[src/hdl/streamer_pkg.sv]
// control plane and output stream types of the load streamer
// strides are unsigned byte counts, descriptor must stay stable while a transfer runs
package streamer_pkg;

  localparam int unsigned STREAM_DW = 32; // output stream width, 4 bytes per beat

  // transfer descriptor, written by the host before start
  typedef struct packed {
    logic [31:0] base_addr;   // first byte address, any alignment
    logic [15:0] tot_len;     // total beats in the transfer
    logic [15:0] line_len;    // beats per line
    logic [15:0] beat_stride; // bytes between beats of a line
    logic [15:0] line_stride; // bytes between line starts
  } addr_cfg_t;

  // status back to the host
  typedef struct packed {
    logic ready_start; // level, high in idle
    logic done;        // one-cycle pulse at end of transfer
    logic addr_done;   // address generator has handed off everything
  } streamer_flags_t;

  // one output beat, ready comes back on its own wire
  typedef struct packed {
    logic                 valid;
    logic [STREAM_DW-1:0] data;
  } stream_beat_t;

  // transfer FSM
  typedef enum logic [1:0] {
    ST_IDLE    = 2'd0, // waiting for start
    ST_WORKING = 2'd1, // generator running
    ST_DRAIN   = 2'd2  // addresses out, waiting for last beats
  } streamer_state_e;

endpackage

[src/hdl/mem_pkg.sv]
// read-only memory port, request/grant plus in-order r_valid responses
// request address is 32-bit word aligned, response carries 8 bytes from there
package mem_pkg;

  localparam int unsigned MEM_DW = 64; // response word width
  localparam int unsigned ADDR_W = 32; // byte address width

  // request side, driven by the streamer
  typedef struct packed {
    logic              req;
    logic [ADDR_W-1:0] addr; // low two bits always zero
    logic              lrdy; // r_valid allowed only while high
  } mem_req_t;

  // response side, driven by the memory
  typedef struct packed {
    logic              gnt;     // request accepted this cycle
    logic              r_valid; // one pulse per accepted request, in order
    logic [MEM_DW-1:0] r_data;  // byte 0 in bits 7:0
  } mem_rsp_t;

endpackage

[src/hdl/addr_gen_2d.sv]
// 2d byte address walk, cfg_i must hold still until done_o and a clear
// tot_len and line_len are assumed nonzero
`timescale 1ns/1ps

module addr_gen_2d #(
  parameter int unsigned TRANS_CNT = 16
) (
  input  logic                       clk_i,
  input  logic                       rst_ni,
  input  logic                       clear_i,
  input  logic                       enable_i,
  input  streamer_pkg::addr_cfg_t    cfg_i,
  output logic                       addr_valid_o,
  output logic [mem_pkg::ADDR_W-1:0] addr_o,
  input  logic                       addr_ready_i,
  output logic                       done_o
);

  localparam int unsigned AW = mem_pkg::ADDR_W;

  logic [TRANS_CNT-1:0] trans_cnt_q; // addresses handed off so far
  logic [15:0]          beat_cnt_q;  // beat index inside current line
  logic [AW-1:0]        beat_off_q;  // offset from line start
  logic [AW-1:0]        line_off_q;  // offset of line start from base
  logic                 done_q;
  logic                 handoff;
  logic                 line_end;
  logic                 last_trans;

  assign addr_valid_o = enable_i & ~done_q; // held until the FIFO takes it
  assign addr_o       = cfg_i.base_addr + line_off_q + beat_off_q;
  assign handoff      = addr_valid_o & addr_ready_i;
  assign line_end     = (beat_cnt_q == cfg_i.line_len - 16'd1);
  assign last_trans   = (trans_cnt_q + 1'b1 == TRANS_CNT'(cfg_i.tot_len));
  assign done_o       = done_q;

  always_ff @(posedge clk_i or negedge rst_ni) begin
    if (!rst_ni) begin
      trans_cnt_q <= '0;
      beat_cnt_q  <= '0;
      beat_off_q  <= '0;
      line_off_q  <= '0;
      done_q      <= 1'b0;
    end else if (clear_i) begin // back to base for next transfer
      trans_cnt_q <= '0;
      beat_cnt_q  <= '0;
      beat_off_q  <= '0;
      line_off_q  <= '0;
      done_q      <= 1'b0;
    end else if (handoff) begin
      trans_cnt_q <= trans_cnt_q + 1'b1;
      done_q      <= last_trans; // sticky, no handoff once set
      if (line_end) begin
        // wrap to start of next line
        beat_cnt_q <= '0;
        beat_off_q <= '0;
        line_off_q <= line_off_q + AW'(cfg_i.line_stride);
      end else begin
        beat_cnt_q <= beat_cnt_q + 16'd1;
        beat_off_q <= beat_off_q + AW'(cfg_i.beat_stride);
      end
    end
  end

endmodule

[src/hdl/sync_fifo.sv]
// flop FIFO, head on data_o while not empty, push when full and pop when empty ignored
// no fall-through, a pushed entry is visible one cycle later
`timescale 1ns/1ps

module sync_fifo #(
  parameter int unsigned WIDTH = 32,
  parameter int unsigned DEPTH = 2
) (
  input  logic             clk_i,
  input  logic             rst_ni,
  input  logic             clear_i,
  input  logic             push_i,
  input  logic [WIDTH-1:0] data_i,
  output logic             full_o,
  input  logic             pop_i,
  output logic [WIDTH-1:0] data_o,
  output logic             empty_o
);

  localparam int unsigned PTR_W = (DEPTH > 1) ? $clog2(DEPTH) : 1;
  localparam int unsigned CNT_W = $clog2(DEPTH + 1);

  logic [WIDTH-1:0] mem_q [DEPTH];
  logic [PTR_W-1:0] wr_ptr_q, rd_ptr_q;
  logic [CNT_W-1:0] cnt_q; // occupancy
  logic             do_push, do_pop;

  assign full_o  = (cnt_q == CNT_W'(DEPTH));
  assign empty_o = (cnt_q == '0);
  assign do_push = push_i & ~full_o;
  assign do_pop  = pop_i & ~empty_o;
  assign data_o  = mem_q[rd_ptr_q];

  always_ff @(posedge clk_i or negedge rst_ni) begin
    if (!rst_ni) begin
      wr_ptr_q <= '0;
      rd_ptr_q <= '0;
      cnt_q    <= '0;
    end else if (clear_i) begin
      wr_ptr_q <= '0;
      rd_ptr_q <= '0;
      cnt_q    <= '0;
    end else begin
      if (do_push) wr_ptr_q <= (wr_ptr_q == PTR_W'(DEPTH - 1)) ? '0 : wr_ptr_q + 1'b1;
      if (do_pop)  rd_ptr_q <= (rd_ptr_q == PTR_W'(DEPTH - 1)) ? '0 : rd_ptr_q + 1'b1;
      if (do_push && !do_pop) cnt_q <= cnt_q + 1'b1;
      else if (do_pop && !do_push) cnt_q <= cnt_q - 1'b1;
    end
  end

  // storage, contents only matter while counted
  always_ff @(posedge clk_i) begin
    if (do_push) mem_q[wr_ptr_q] <= data_i;
  end

endmodule

[src/hdl/load_streamer.sv]
// memory read gating, response hold and byte realignment for the load stream
// clear_i expects the memory port quiet, no read outstanding
`timescale 1ns/1ps

module load_streamer #(
  parameter int unsigned TRANS_CNT = 16
) (
  input  logic                          clk_i,
  input  logic                          rst_ni,
  input  logic                          clear_i,
  input  logic                          enable_i,
  input  logic                          start_i,
  input  streamer_pkg::addr_cfg_t       cfg_i,
  input  logic                          gen_done_i,
  input  logic                          addr_empty_i,
  input  logic [mem_pkg::ADDR_W-1:0]    addr_head_i,
  input  logic [1:0]                    offset_head_i,
  input  mem_pkg::mem_rsp_t             mem_rsp_i,
  input  logic                          stream_ready_i,
  output logic                          gen_en_o,
  output logic                          gen_clr_o,
  output logic                          addr_pop_o,
  output logic                          offset_push_o,
  output logic                          offset_pop_o,
  output mem_pkg::mem_req_t             mem_req_o,
  output streamer_pkg::stream_beat_t    stream_o,
  output streamer_pkg::streamer_flags_t flags_o
);

  localparam int unsigned AW = mem_pkg::ADDR_W;

  streamer_pkg::streamer_state_e state_q, state_d;

  logic                       busy;
  logic                       xfer_end;   // last beat out, addresses all sent
  logic                       mem_accept; // req and gnt
  logic                       beat_valid;
  logic                       beat_fire;  // valid and ready
  logic                       hold_load;
  logic                       held_valid_q;
  logic [mem_pkg::MEM_DW-1:0] held_data_q;
  logic [mem_pkg::MEM_DW-1:0] word_sel;
  logic [TRANS_CNT-1:0]       beat_cnt_q;

  // transfer FSM
  always_comb begin
    state_d  = state_q;
    xfer_end = 1'b0;
    case (state_q)
      streamer_pkg::ST_IDLE: begin
        if (start_i) state_d = streamer_pkg::ST_WORKING;
      end
      streamer_pkg::ST_WORKING: begin
        if (gen_done_i) state_d = streamer_pkg::ST_DRAIN;
      end
      streamer_pkg::ST_DRAIN: begin
        // every address granted and every beat taken
        if (enable_i && addr_empty_i && beat_cnt_q == TRANS_CNT'(cfg_i.tot_len)) begin
          xfer_end = 1'b1;
          state_d  = streamer_pkg::ST_IDLE;
        end
      end
      default: state_d = streamer_pkg::ST_IDLE;
    endcase
  end

  always_ff @(posedge clk_i or negedge rst_ni) begin
    if (!rst_ni)       state_q <= streamer_pkg::ST_IDLE;
    else if (clear_i)  state_q <= streamer_pkg::ST_IDLE;
    else if (enable_i) state_q <= state_d;
  end

  assign busy      = (state_q != streamer_pkg::ST_IDLE);
  assign gen_en_o  = enable_i & busy;
  assign gen_clr_o = clear_i | xfer_end; // rewind generator for next start

  // requests only while the stream can take the answer
  assign mem_req_o.req  = enable_i & busy & ~addr_empty_i & stream_ready_i;
  assign mem_req_o.addr = mem_req_o.req ? {addr_head_i[AW-1:2], 2'b00} : '0;
  assign mem_req_o.lrdy = stream_ready_i;
  assign mem_accept     = mem_req_o.req & mem_rsp_i.gnt;
  assign addr_pop_o     = mem_accept;
  assign offset_push_o  = mem_accept; // byte offset follows its request

  // output beat, held word is older so it goes first
  assign beat_valid     = mem_rsp_i.r_valid | held_valid_q;
  assign stream_o.valid = enable_i & beat_valid;
  assign beat_fire      = stream_o.valid & stream_ready_i;
  assign offset_pop_o   = beat_fire;
  assign word_sel       = held_valid_q ? held_data_q : mem_rsp_i.r_data;
  assign stream_o.data  = word_sel[{offset_head_i, 3'b000} +: streamer_pkg::STREAM_DW];

  // capture a response that can't go out this cycle
  // not frozen by enable_i, memory keeps answering
  assign hold_load = mem_rsp_i.r_valid & (held_valid_q | ~beat_fire);

  always_ff @(posedge clk_i or negedge rst_ni) begin
    if (!rst_ni)        held_valid_q <= 1'b0;
    else if (clear_i)   held_valid_q <= 1'b0;
    else if (hold_load) held_valid_q <= 1'b1;
    else if (beat_fire) held_valid_q <= 1'b0; // held word taken
  end

  always_ff @(posedge clk_i) begin
    if (hold_load) held_data_q <= mem_rsp_i.r_data;
  end

  // beats accepted in this transfer
  always_ff @(posedge clk_i or negedge rst_ni) begin
    if (!rst_ni)                   beat_cnt_q <= '0;
    else if (clear_i || xfer_end)  beat_cnt_q <= '0;
    else if (beat_fire)            beat_cnt_q <= beat_cnt_q + 1'b1;
  end

  assign flags_o.ready_start = ~busy;
  assign flags_o.done        = xfer_end;
  assign flags_o.addr_done   = gen_done_i;

endmodule

[src/hdl/load_streamer_top.sv]
// load streamer top, ADDR_MIS_DEPTH must cover the reads in flight
`timescale 1ns/1ps

module load_streamer_top #(
  parameter int unsigned TRANS_CNT      = 16,
  parameter int unsigned ADDR_MIS_DEPTH = 8
) (
  input  logic                          clk_i,
  input  logic                          rst_ni,
  input  logic                          clear_i,
  input  logic                          enable_i,
  input  logic                          start_i,
  input  streamer_pkg::addr_cfg_t       cfg_i,
  output streamer_pkg::streamer_flags_t flags_o,
  output mem_pkg::mem_req_t             mem_req_o,
  input  mem_pkg::mem_rsp_t             mem_rsp_i,
  output streamer_pkg::stream_beat_t    stream_o,
  input  logic                          stream_ready_i
);

  logic                       gen_en, gen_clr, gen_done;
  logic                       gen_valid;
  logic [mem_pkg::ADDR_W-1:0] gen_addr;
  logic                       addr_full, addr_empty, addr_pop;
  logic [mem_pkg::ADDR_W-1:0] addr_head;
  logic                       offset_push, offset_pop;
  logic [1:0]                 offset_head;

  addr_gen_2d #(
    .TRANS_CNT ( TRANS_CNT )
  ) i_addr_gen (
    .clk_i        ( clk_i      ),
    .rst_ni       ( rst_ni     ),
    .clear_i      ( gen_clr    ),
    .enable_i     ( gen_en     ),
    .cfg_i        ( cfg_i      ),
    .addr_valid_o ( gen_valid  ),
    .addr_o       ( gen_addr   ),
    .addr_ready_i ( ~addr_full ),
    .done_o       ( gen_done   )
  );

  // byte addresses waiting for a grant
  sync_fifo #(
    .WIDTH ( mem_pkg::ADDR_W ),
    .DEPTH ( 2               )
  ) i_addr_fifo (
    .clk_i   ( clk_i      ),
    .rst_ni  ( rst_ni     ),
    .clear_i ( clear_i    ),
    .push_i  ( gen_valid  ),
    .data_i  ( gen_addr   ),
    .full_o  ( addr_full  ),
    .pop_i   ( addr_pop   ),
    .data_o  ( addr_head  ),
    .empty_o ( addr_empty )
  );

  // byte offsets of granted reads, flags unused since depth covers all in flight
  sync_fifo #(
    .WIDTH ( 2              ),
    .DEPTH ( ADDR_MIS_DEPTH )
  ) i_offset_fifo (
    .clk_i   ( clk_i          ),
    .rst_ni  ( rst_ni         ),
    .clear_i ( clear_i        ),
    .push_i  ( offset_push    ),
    .data_i  ( addr_head[1:0] ),
    .full_o  (                ),
    .pop_i   ( offset_pop     ),
    .data_o  ( offset_head    ),
    .empty_o (                )
  );

  load_streamer #(
    .TRANS_CNT ( TRANS_CNT )
  ) i_streamer (
    .clk_i          ( clk_i          ),
    .rst_ni         ( rst_ni         ),
    .clear_i        ( clear_i        ),
    .enable_i       ( enable_i       ),
    .start_i        ( start_i        ),
    .cfg_i          ( cfg_i          ),
    .gen_done_i     ( gen_done       ),
    .addr_empty_i   ( addr_empty     ),
    .addr_head_i    ( addr_head      ),
    .offset_head_i  ( offset_head    ),
    .mem_rsp_i      ( mem_rsp_i      ),
    .stream_ready_i ( stream_ready_i ),
    .gen_en_o       ( gen_en         ),
    .gen_clr_o      ( gen_clr        ),
    .addr_pop_o     ( addr_pop       ),
    .offset_push_o  ( offset_push    ),
    .offset_pop_o   ( offset_pop     ),
    .mem_req_o      ( mem_req_o      ),
    .stream_o       ( stream_o       ),
    .flags_o        ( flags_o        )
  );

endmodule

[config.mk]
export PLATFORM = sky130hd
export DESIGN_NAME = load_streamer_top
export DESIGN_NICKNAME = d
export VERILOG_FILES = /design/src/hdl/streamer_pkg.sv /design/src/hdl/mem_pkg.sv /design/src/hdl/addr_gen_2d.sv /design/src/hdl/sync_fifo.sv /design/src/hdl/load_streamer.sv /design/src/hdl/load_streamer_top.sv
export SDC_FILE = /design/constraint.sdc
export NUM_CORES = 1
export LEC_CHECK = 0
export ABC_CLOCK_PERIOD_IN_PS = 3650
export BUFFER_PORTS_ARGS = -buffer_cell sky130_fd_sc_hd__buf_2
export CAP_MARGIN = 20
export CORE_ASPECT_RATIO = 0.9
export CORE_MARGIN = 2
export CORE_UTILIZATION = 59
export DETAILED_ROUTE_END_ITERATION = 10
export PLACE_DENSITY = 0.91
export SYNTH_ARGS = -nofsm -noshare
export SYNTH_HDL_FRONTEND = slang
export SYNTH_HIERARCHICAL = 1
export SYNTH_SLANG_ARGS = --single-unit
export TNS_END_PERCENT = 100
[constraint.sdc]
create_clock -name clk_i -period 3.65 [get_ports clk_i]
set_input_delay 0.365 -clock clk_i [delete_from_list [all_inputs] [get_ports clk_i]]
set_output_delay 0.365 -clock clk_i [all_outputs]
set_load 0.02 [all_outputs]
==> results of run 1 <==
state kept, by name, summed over array words and instances, names as in the netlist, 4 cells and up:
register                count
i_streamer/beat_cnt_q      16
i_addr_gen/trans_cnt_q     16
i_offset_fifo/mem_q        16
i_addr_gen/beat_cnt_q      16
i_offset_fifo/cnt_q         4
i_addr_gen/line_off_q      32
i_addr_fifo/mem_q          64
i_streamer/held_data_q     56
i_addr_gen/beat_off_q      32
power by group through the flow:
| stage | combinational, mW | sequential, mW | clock, mW |
|---|---|---|---|
| 2_1_floorplan | 0.535 | 3.33 | 0 |
| 3_3_place_gp | 0.824 | 3.34 | 0 |
| 3_5_place_dp | 0.859 | 3.34 | 0 |
| 4_1_cts | 0.873 | 3.28 | 3.27 |
| 5_1_grt | 0.966 | 3.29 | 3.39 |
| 6_report | 0.888 | 3.28 | 3.23 |
timing repair:
| action | CTS | global route |
|---|---|---|
| resized for setup | 3 | 10 |
| endpoints found under the hold margin | 55 | 1 |
| pin swaps | 0 | 4 |
| hold buffers | 1 | 1 |
| endpoints found under the setup margin | 6 | 22 |
final cells by class:
cell class,count,area (um2)
diodes,9,22.5
clock buffers,37,816
clock inverters,17,256
fillers,1991,8830
inverters,42,158
multi-input cells,1288,9560
flip-flops and latches,266,7340
well taps,396,495
repair buffers,266,1460
per-stage QoR:
step | hold WS, ps | total power [mW]
after global placement | 457 | 4.16
after detailed placement | 470 | 4.20
after global routing | 1.63 | 7.64
final | 11.0 | 7.40
after floorplan | 69.4 | 3.86
after CTS | 0.678 | 7.42
layer usage:
metal	vias to the layer above	wire [um]	share of wire
met1	6827	18300	0.41
li1	6486	-	-
met5	-	13	0.00029
met4	2	1650	0.037
met2	592	21700	0.49
met3	118	2980	0.067
critical path: stages (launching register included):
cell and delay, ps:
dfrtp_2 470, fa_1 530, ha_1 190, inv_1 60, fa_1 410, nor2b_2 160
o211ai_1 100, a21boi_1 200, o31a_1 230, o211ai_1 150, o211ai_1 240, a31oi_2 160
o21ai_1 270, xnor2_1 170
path summary, 6_finish.rpt:
kind	start	to	slack [ps]	cells after the start
setup / recovery	i_addr_gen/beat_off_q[1]$_DFFE_PN0P_	i_addr_fifo/mem_q[0][31]$_DFFE_PP_	10	13
hold / removal	mem_rsp_i[31]	i_streamer/held_data_q[31]$_DFFE_PP_	10	1
setup reg to reg	i_addr_gen/beat_off_q[1]$_DFFE_PN0P_	i_addr_fifo/mem_q[0][31]$_DFFE_PP_	10	13
hold reg to reg	i_addr_gen/beat_cnt_q[13]$_DFFE_PN0P_	i_addr_gen/beat_cnt_q[13]$_DFFE_PN0P_	550	1
max in group asynchronous	rst_ni	i_streamer/held_valid_q$_DFFE_PN0P_	2320	3
min in group asynchronous	rst_ni	i_addr_gen/beat_off_q[4]$_DFFE_PN0P_	430	2
==> reports/metrics.csv, run 1 <==
metric,value,unit
vdd_ir_drop_max,0.000336,V
fmax,0.275,GHz
fin_skew,17.7,ps
routedWlPerCell,19.2,um
critPathMaxFanout,4,
design_area,20100,um2
drive_gt1_frac,0.211,
grt_max_degree,76,
cp-end-kind,register,
drc,0,
fin_crit_sh,0.996,
drt-total-wl,44600,um
syn-cell-area,17400,um2
io_buffers,227,
start_util,0.600,
leakage,8.64,nW
syn_inst,1670,
ys_warn_count,6,
p_switching,1.79,mW
cts_max_path_buffers,3,
hold_path_class,in -> reg,
post-place-ws,-54.3,ps
grt_usage,0.282,
grt_pass1_wl,70200,um
cts-root-buf,clkbuf_16,
viasPerCell,6.04,
slew_viol_final,0,
cts_max_level,1,
fin_crit,3640,ps
final_nets,2166,
final_common_cell,buf_2,
final_core_util,0.695,
final_cell_mix,"buf_2, nor2_1, edfxtp_1",
worstMarginPinSlew,1070,ps
slew_headroom,0.289,
overflow,0,
clkTransAtPathRegs,70,ps
p_per_area,368,nW/um2
antenna_found_initial,10,
p_int,5.61,mW
fin_cells,2321,
busiest_layer,met2,
swShare,0.242,
syn2layout_area_growth,15.9,%
crit_required,3900,ps
crit_type,reg -> reg,
pwr-share-clk,0.437,
die_x,185,um
vias,14000,
layout_setup_ws,12.8,ps
cts_setup_buffers,0,
tritoncts,built,
drv_cap,0,
arrival,3890,ps
grt_pass1_vias,13800,
drtIter0Drc,1172,
status,"complete, no violations",
synth_area_per_cell,10.4,um2
rows,59,
clkLatencyLatePin,540,ps
finalHoldViolCount,0,
dr.pass1.iters,6,
postRouteAntennaNets,0,
ios,238,
grtUsageMet3,0.0429,
grt_use_met1,0.370,
setup_violations,0,
core_area,28900,um2
combPwrFrac,0.120,
setup_tns,0,ps
place_area,18900,um2
die_y,167,um
crit_path_start_kind,register,
place_congestion,0.950,
cts_sinks,266,
cts_made_buffers,29,
dp_cells,2255,
dieArea,30800,um2
pwr-share-seq,0.443,
met2_usage,0.477,
hpwl,32100,um
(Power assumes the default switching activity.)
==> inputs of run 2 (changes only) <==
--- a/config.mk
+++ b/config.mk
@@ -5,14 +5,13 @@
 export SDC_FILE = /design/constraint.sdc
 export NUM_CORES = 1
 export LEC_CHECK = 0
-export ABC_CLOCK_PERIOD_IN_PS = 3650
 export BUFFER_PORTS_ARGS = -buffer_cell sky130_fd_sc_hd__buf_2
 export CAP_MARGIN = 20
 export CORE_ASPECT_RATIO = 0.9
 export CORE_MARGIN = 2
 export CORE_UTILIZATION = 59
 export DETAILED_ROUTE_END_ITERATION = 10
-export PLACE_DENSITY = 0.91
+export PLACE_DENSITY = 0.82
 export SYNTH_ARGS = -nofsm -noshare
 export SYNTH_HDL_FRONTEND = slang
 export SYNTH_HIERARCHICAL = 1
==> constraint.sdc (replaced) <==
create_clock -name clk_i -period 3.6 [get_ports clk_i]
set_input_delay 0.36 -clock clk_i [delete_from_list [all_inputs] [get_ports clk_i]]
set_output_delay 0.36 -clock clk_i [all_outputs]
set_load 0.02 [all_outputs]
==> run 2 against run 1 <==
Against the previous run:
- critical endpoint is now i_addr_fifo/mem_q[0][28]$_DFFE_PP_
- non-clock buffer count rose by 20
- highest routed layer is now met4
- sequential cell count did not move
- critical path depth fell by 1
- clock power barely moved
- sequential power rose by 2%
- die area did not move
- first-iteration DRC count fell by 11%
- cell count rose by 0.78%
- count of clock-buffer cells in the layout fell by 3
- clock skew fell by 0.76 ps
- cell area rose by 0.83%
- fmax rose by 3.4%
==> reports/metrics.csv, run 2 (synthesized netlist as in run 1, its figures left out) <==
metric,value,unit
slew_viol_final,0,
place_congestion,0.932,
clkLatencyLatePin,550,ps
arrival,3870,ps
worstMarginPinSlew,1040,ps
final_cell_mix,"buf_2, nor2_1, edfxtp_1",
final_nets,2185,
rows,59,
syn2layout_area_growth,16.9,%
drt-total-wl,43400,um
finalHoldViolCount,0,
grt_use_met1,0.376,
ff_latch_area,7340,um2
crit_path_start_kind,register,
postRouteAntennaNets,0,
viasPerCell,5.87,
largest_reg_flops,64,
setup_tns,0,ps
cp-end-kind,register,
critPathMaxFanout,4,
drv_cap,0,
routedWlPerCell,18.5,um
hpwl,31700,um
antenna_found_initial,7,
multi_input_area,9550,um2
met2_usage,0.457,
cts-root-buf,clkbuf_16,
cts_max_path_buffers,3,
r2r-end,i_addr_fifo/mem_q[0][28]$_DFFE_PP_,
fin_crit_sh,0.977,
grt_pass1_vias,13500,
die_y,167,um
grt_pass1_wl,68600,um
layout_setup_ws,83.3,ps
status,"complete, no violations",
leakage,8.72,nW
core_area,28900,um2
fmax,0.284,GHz
io_buffers,227,
drtIter0Drc,1039,
cts_sinks,266,
fin_skew,16.9,ps
reg_top3,"i_addr_fifo/mem_q x64, i_streamer/held_data_q x56",
cts_made_buffers,28,
crit-reg2reg-launch,i_addr_gen/beat_off_q[4]$_DFFE_PN0P_,
final_common_cell,buf_2,
post-place-ws,-103,ps
p_per_area,369,nW/um2
startpoint,i_addr_gen/beat_off_q[4]$_DFFE_PN0P_,
tritoncts,built,
drc,0,
r2r_slack,80,ps
drive_gt1_frac,0.214,
dieArea,30800,um2
crit_type,reg -> reg,
slew_headroom,0.304,
fin_crit,3520,ps
grtUsageMet3,0.0343,
clkTransAtPathRegs,60,ps
setup_violations,0,
start_util,0.600,
vias,13700,
grt_usage,0.276,
grt_max_degree,68,
crit_required,3950,ps
hold_depth,1,
crit_path_end,i_addr_fifo/mem_q[0][28]$_DFFE_PP_,
regMostFlops,i_addr_fifo/mem_q,
overflow,0,
cts_max_level,1,
rr_worst_depth,12,
fill_cells,2124,
busiest_layer,met2,
vdd_ir_drop_max,0.000369,V
hold_path_class,in -> reg,
dr.pass1.iters,7,
ios,238,
die_x,185,um
## run 2: cell count changes in the layout (fill, tap and decap cells not counted), sizes merged
| cell | before | now |
|---|---|---|
| inv | 45 | 42 |
| dlygate4sd3 | 2 | 9 |
| clkbuf | 37 | 34 |
| clkinv | 5 | 8 |
| clkinvlp | 3 | 4 |
| buf | 264 | 277 |
## run 2: power breakdown
part	switching (mW)	internal [mW]	total, mW
combinational	0.537	0.372	0.909
sequential	0.0341	3.29	3.33
clock	1.22	2.02	3.24
## run 2: metrics by stage
step                utilization  instances  hold WS (ps)  power, mW  instance area (um2)
global placement          0.658       2267           230       4.23                19000
CTS                       0.698       2327         0.683       7.51                20200
global route              0.701       2339          2.98       7.73                20300
detailed placement        0.658       2267           233       4.27                19000
finish                    0.701       2339          13.4       7.48                20300
floorplan                     -       1671          64.4       3.92                17400
## run 2: metal layers
| metal | vias to the layer above | share of wire |
|---|---|---|
| met5 | - | 0 |
| met4 | 0 | 0.033 |
| met3 | 89 | 0.061 |
| met2 | 496 | 0.48 |
| met1 | 6617 | 0.43 |
| li1 | 6520 | - |
## run 2: worst min path at each step
stage | start | endpoint | slack [ps]
after global routing | mem_rsp_i[43] | i_streamer/held_data_q[43]$_DFFE_PP_ | 3
final | mem_rsp_i[35] | i_streamer/held_data_q[35]$_DFFE_PP_ | 10
after global placement | rst_ni | i_addr_gen/beat_off_q[5]$_DFFE_PN0P_ | 230
after CTS | mem_rsp_i[8] | i_streamer/held_data_q[8]$_DFFE_PP_ | 0.7
after detailed placement | rst_ni | i_addr_gen/beat_off_q[5]$_DFFE_PN0P_ | 230
after floorplan | rst_ni | i_addr_fifo/cnt_q[0]$_DFFE_PN0P_ | 60
## run 2: critical path: stages (launching register included)
cell and delay (ps):
dfrtp_1 470, fa_1 500, ha_1 380, o211ai_1 130
o211ai_1 320, a211oi_2 140, or3_1 440, a21oi_2 190
nor4b_2 80, o21ai_1 230, buf_4 150, nor2_1 40
xnor2_1 240
## run 2: final cells by class
type | count | share of cell area
Antenna cell | 9 | 0.00111
Clock inverter | 18 | 0.0125
Tap cell | 396 | 0.0244
Timing Repair Buffer | 286 | 0.0816
Clock buffer | 34 | 0.0398
Sequential cell | 266 | 0.362
Multi-Input combinational cell | 1288 | 0.471
Inverter | 42 | 0.00778
## run 2: repair_timing
item | 4_1_cts | 5_1_grt
gates resized for setup | 2 | 14
hold buffers | 8 | 1
setup endpoints to repair | 4 | 31
pin swaps | 0 | 1
buffers inserted | 0 | 1
endpoints found under the hold margin | 22 | 1
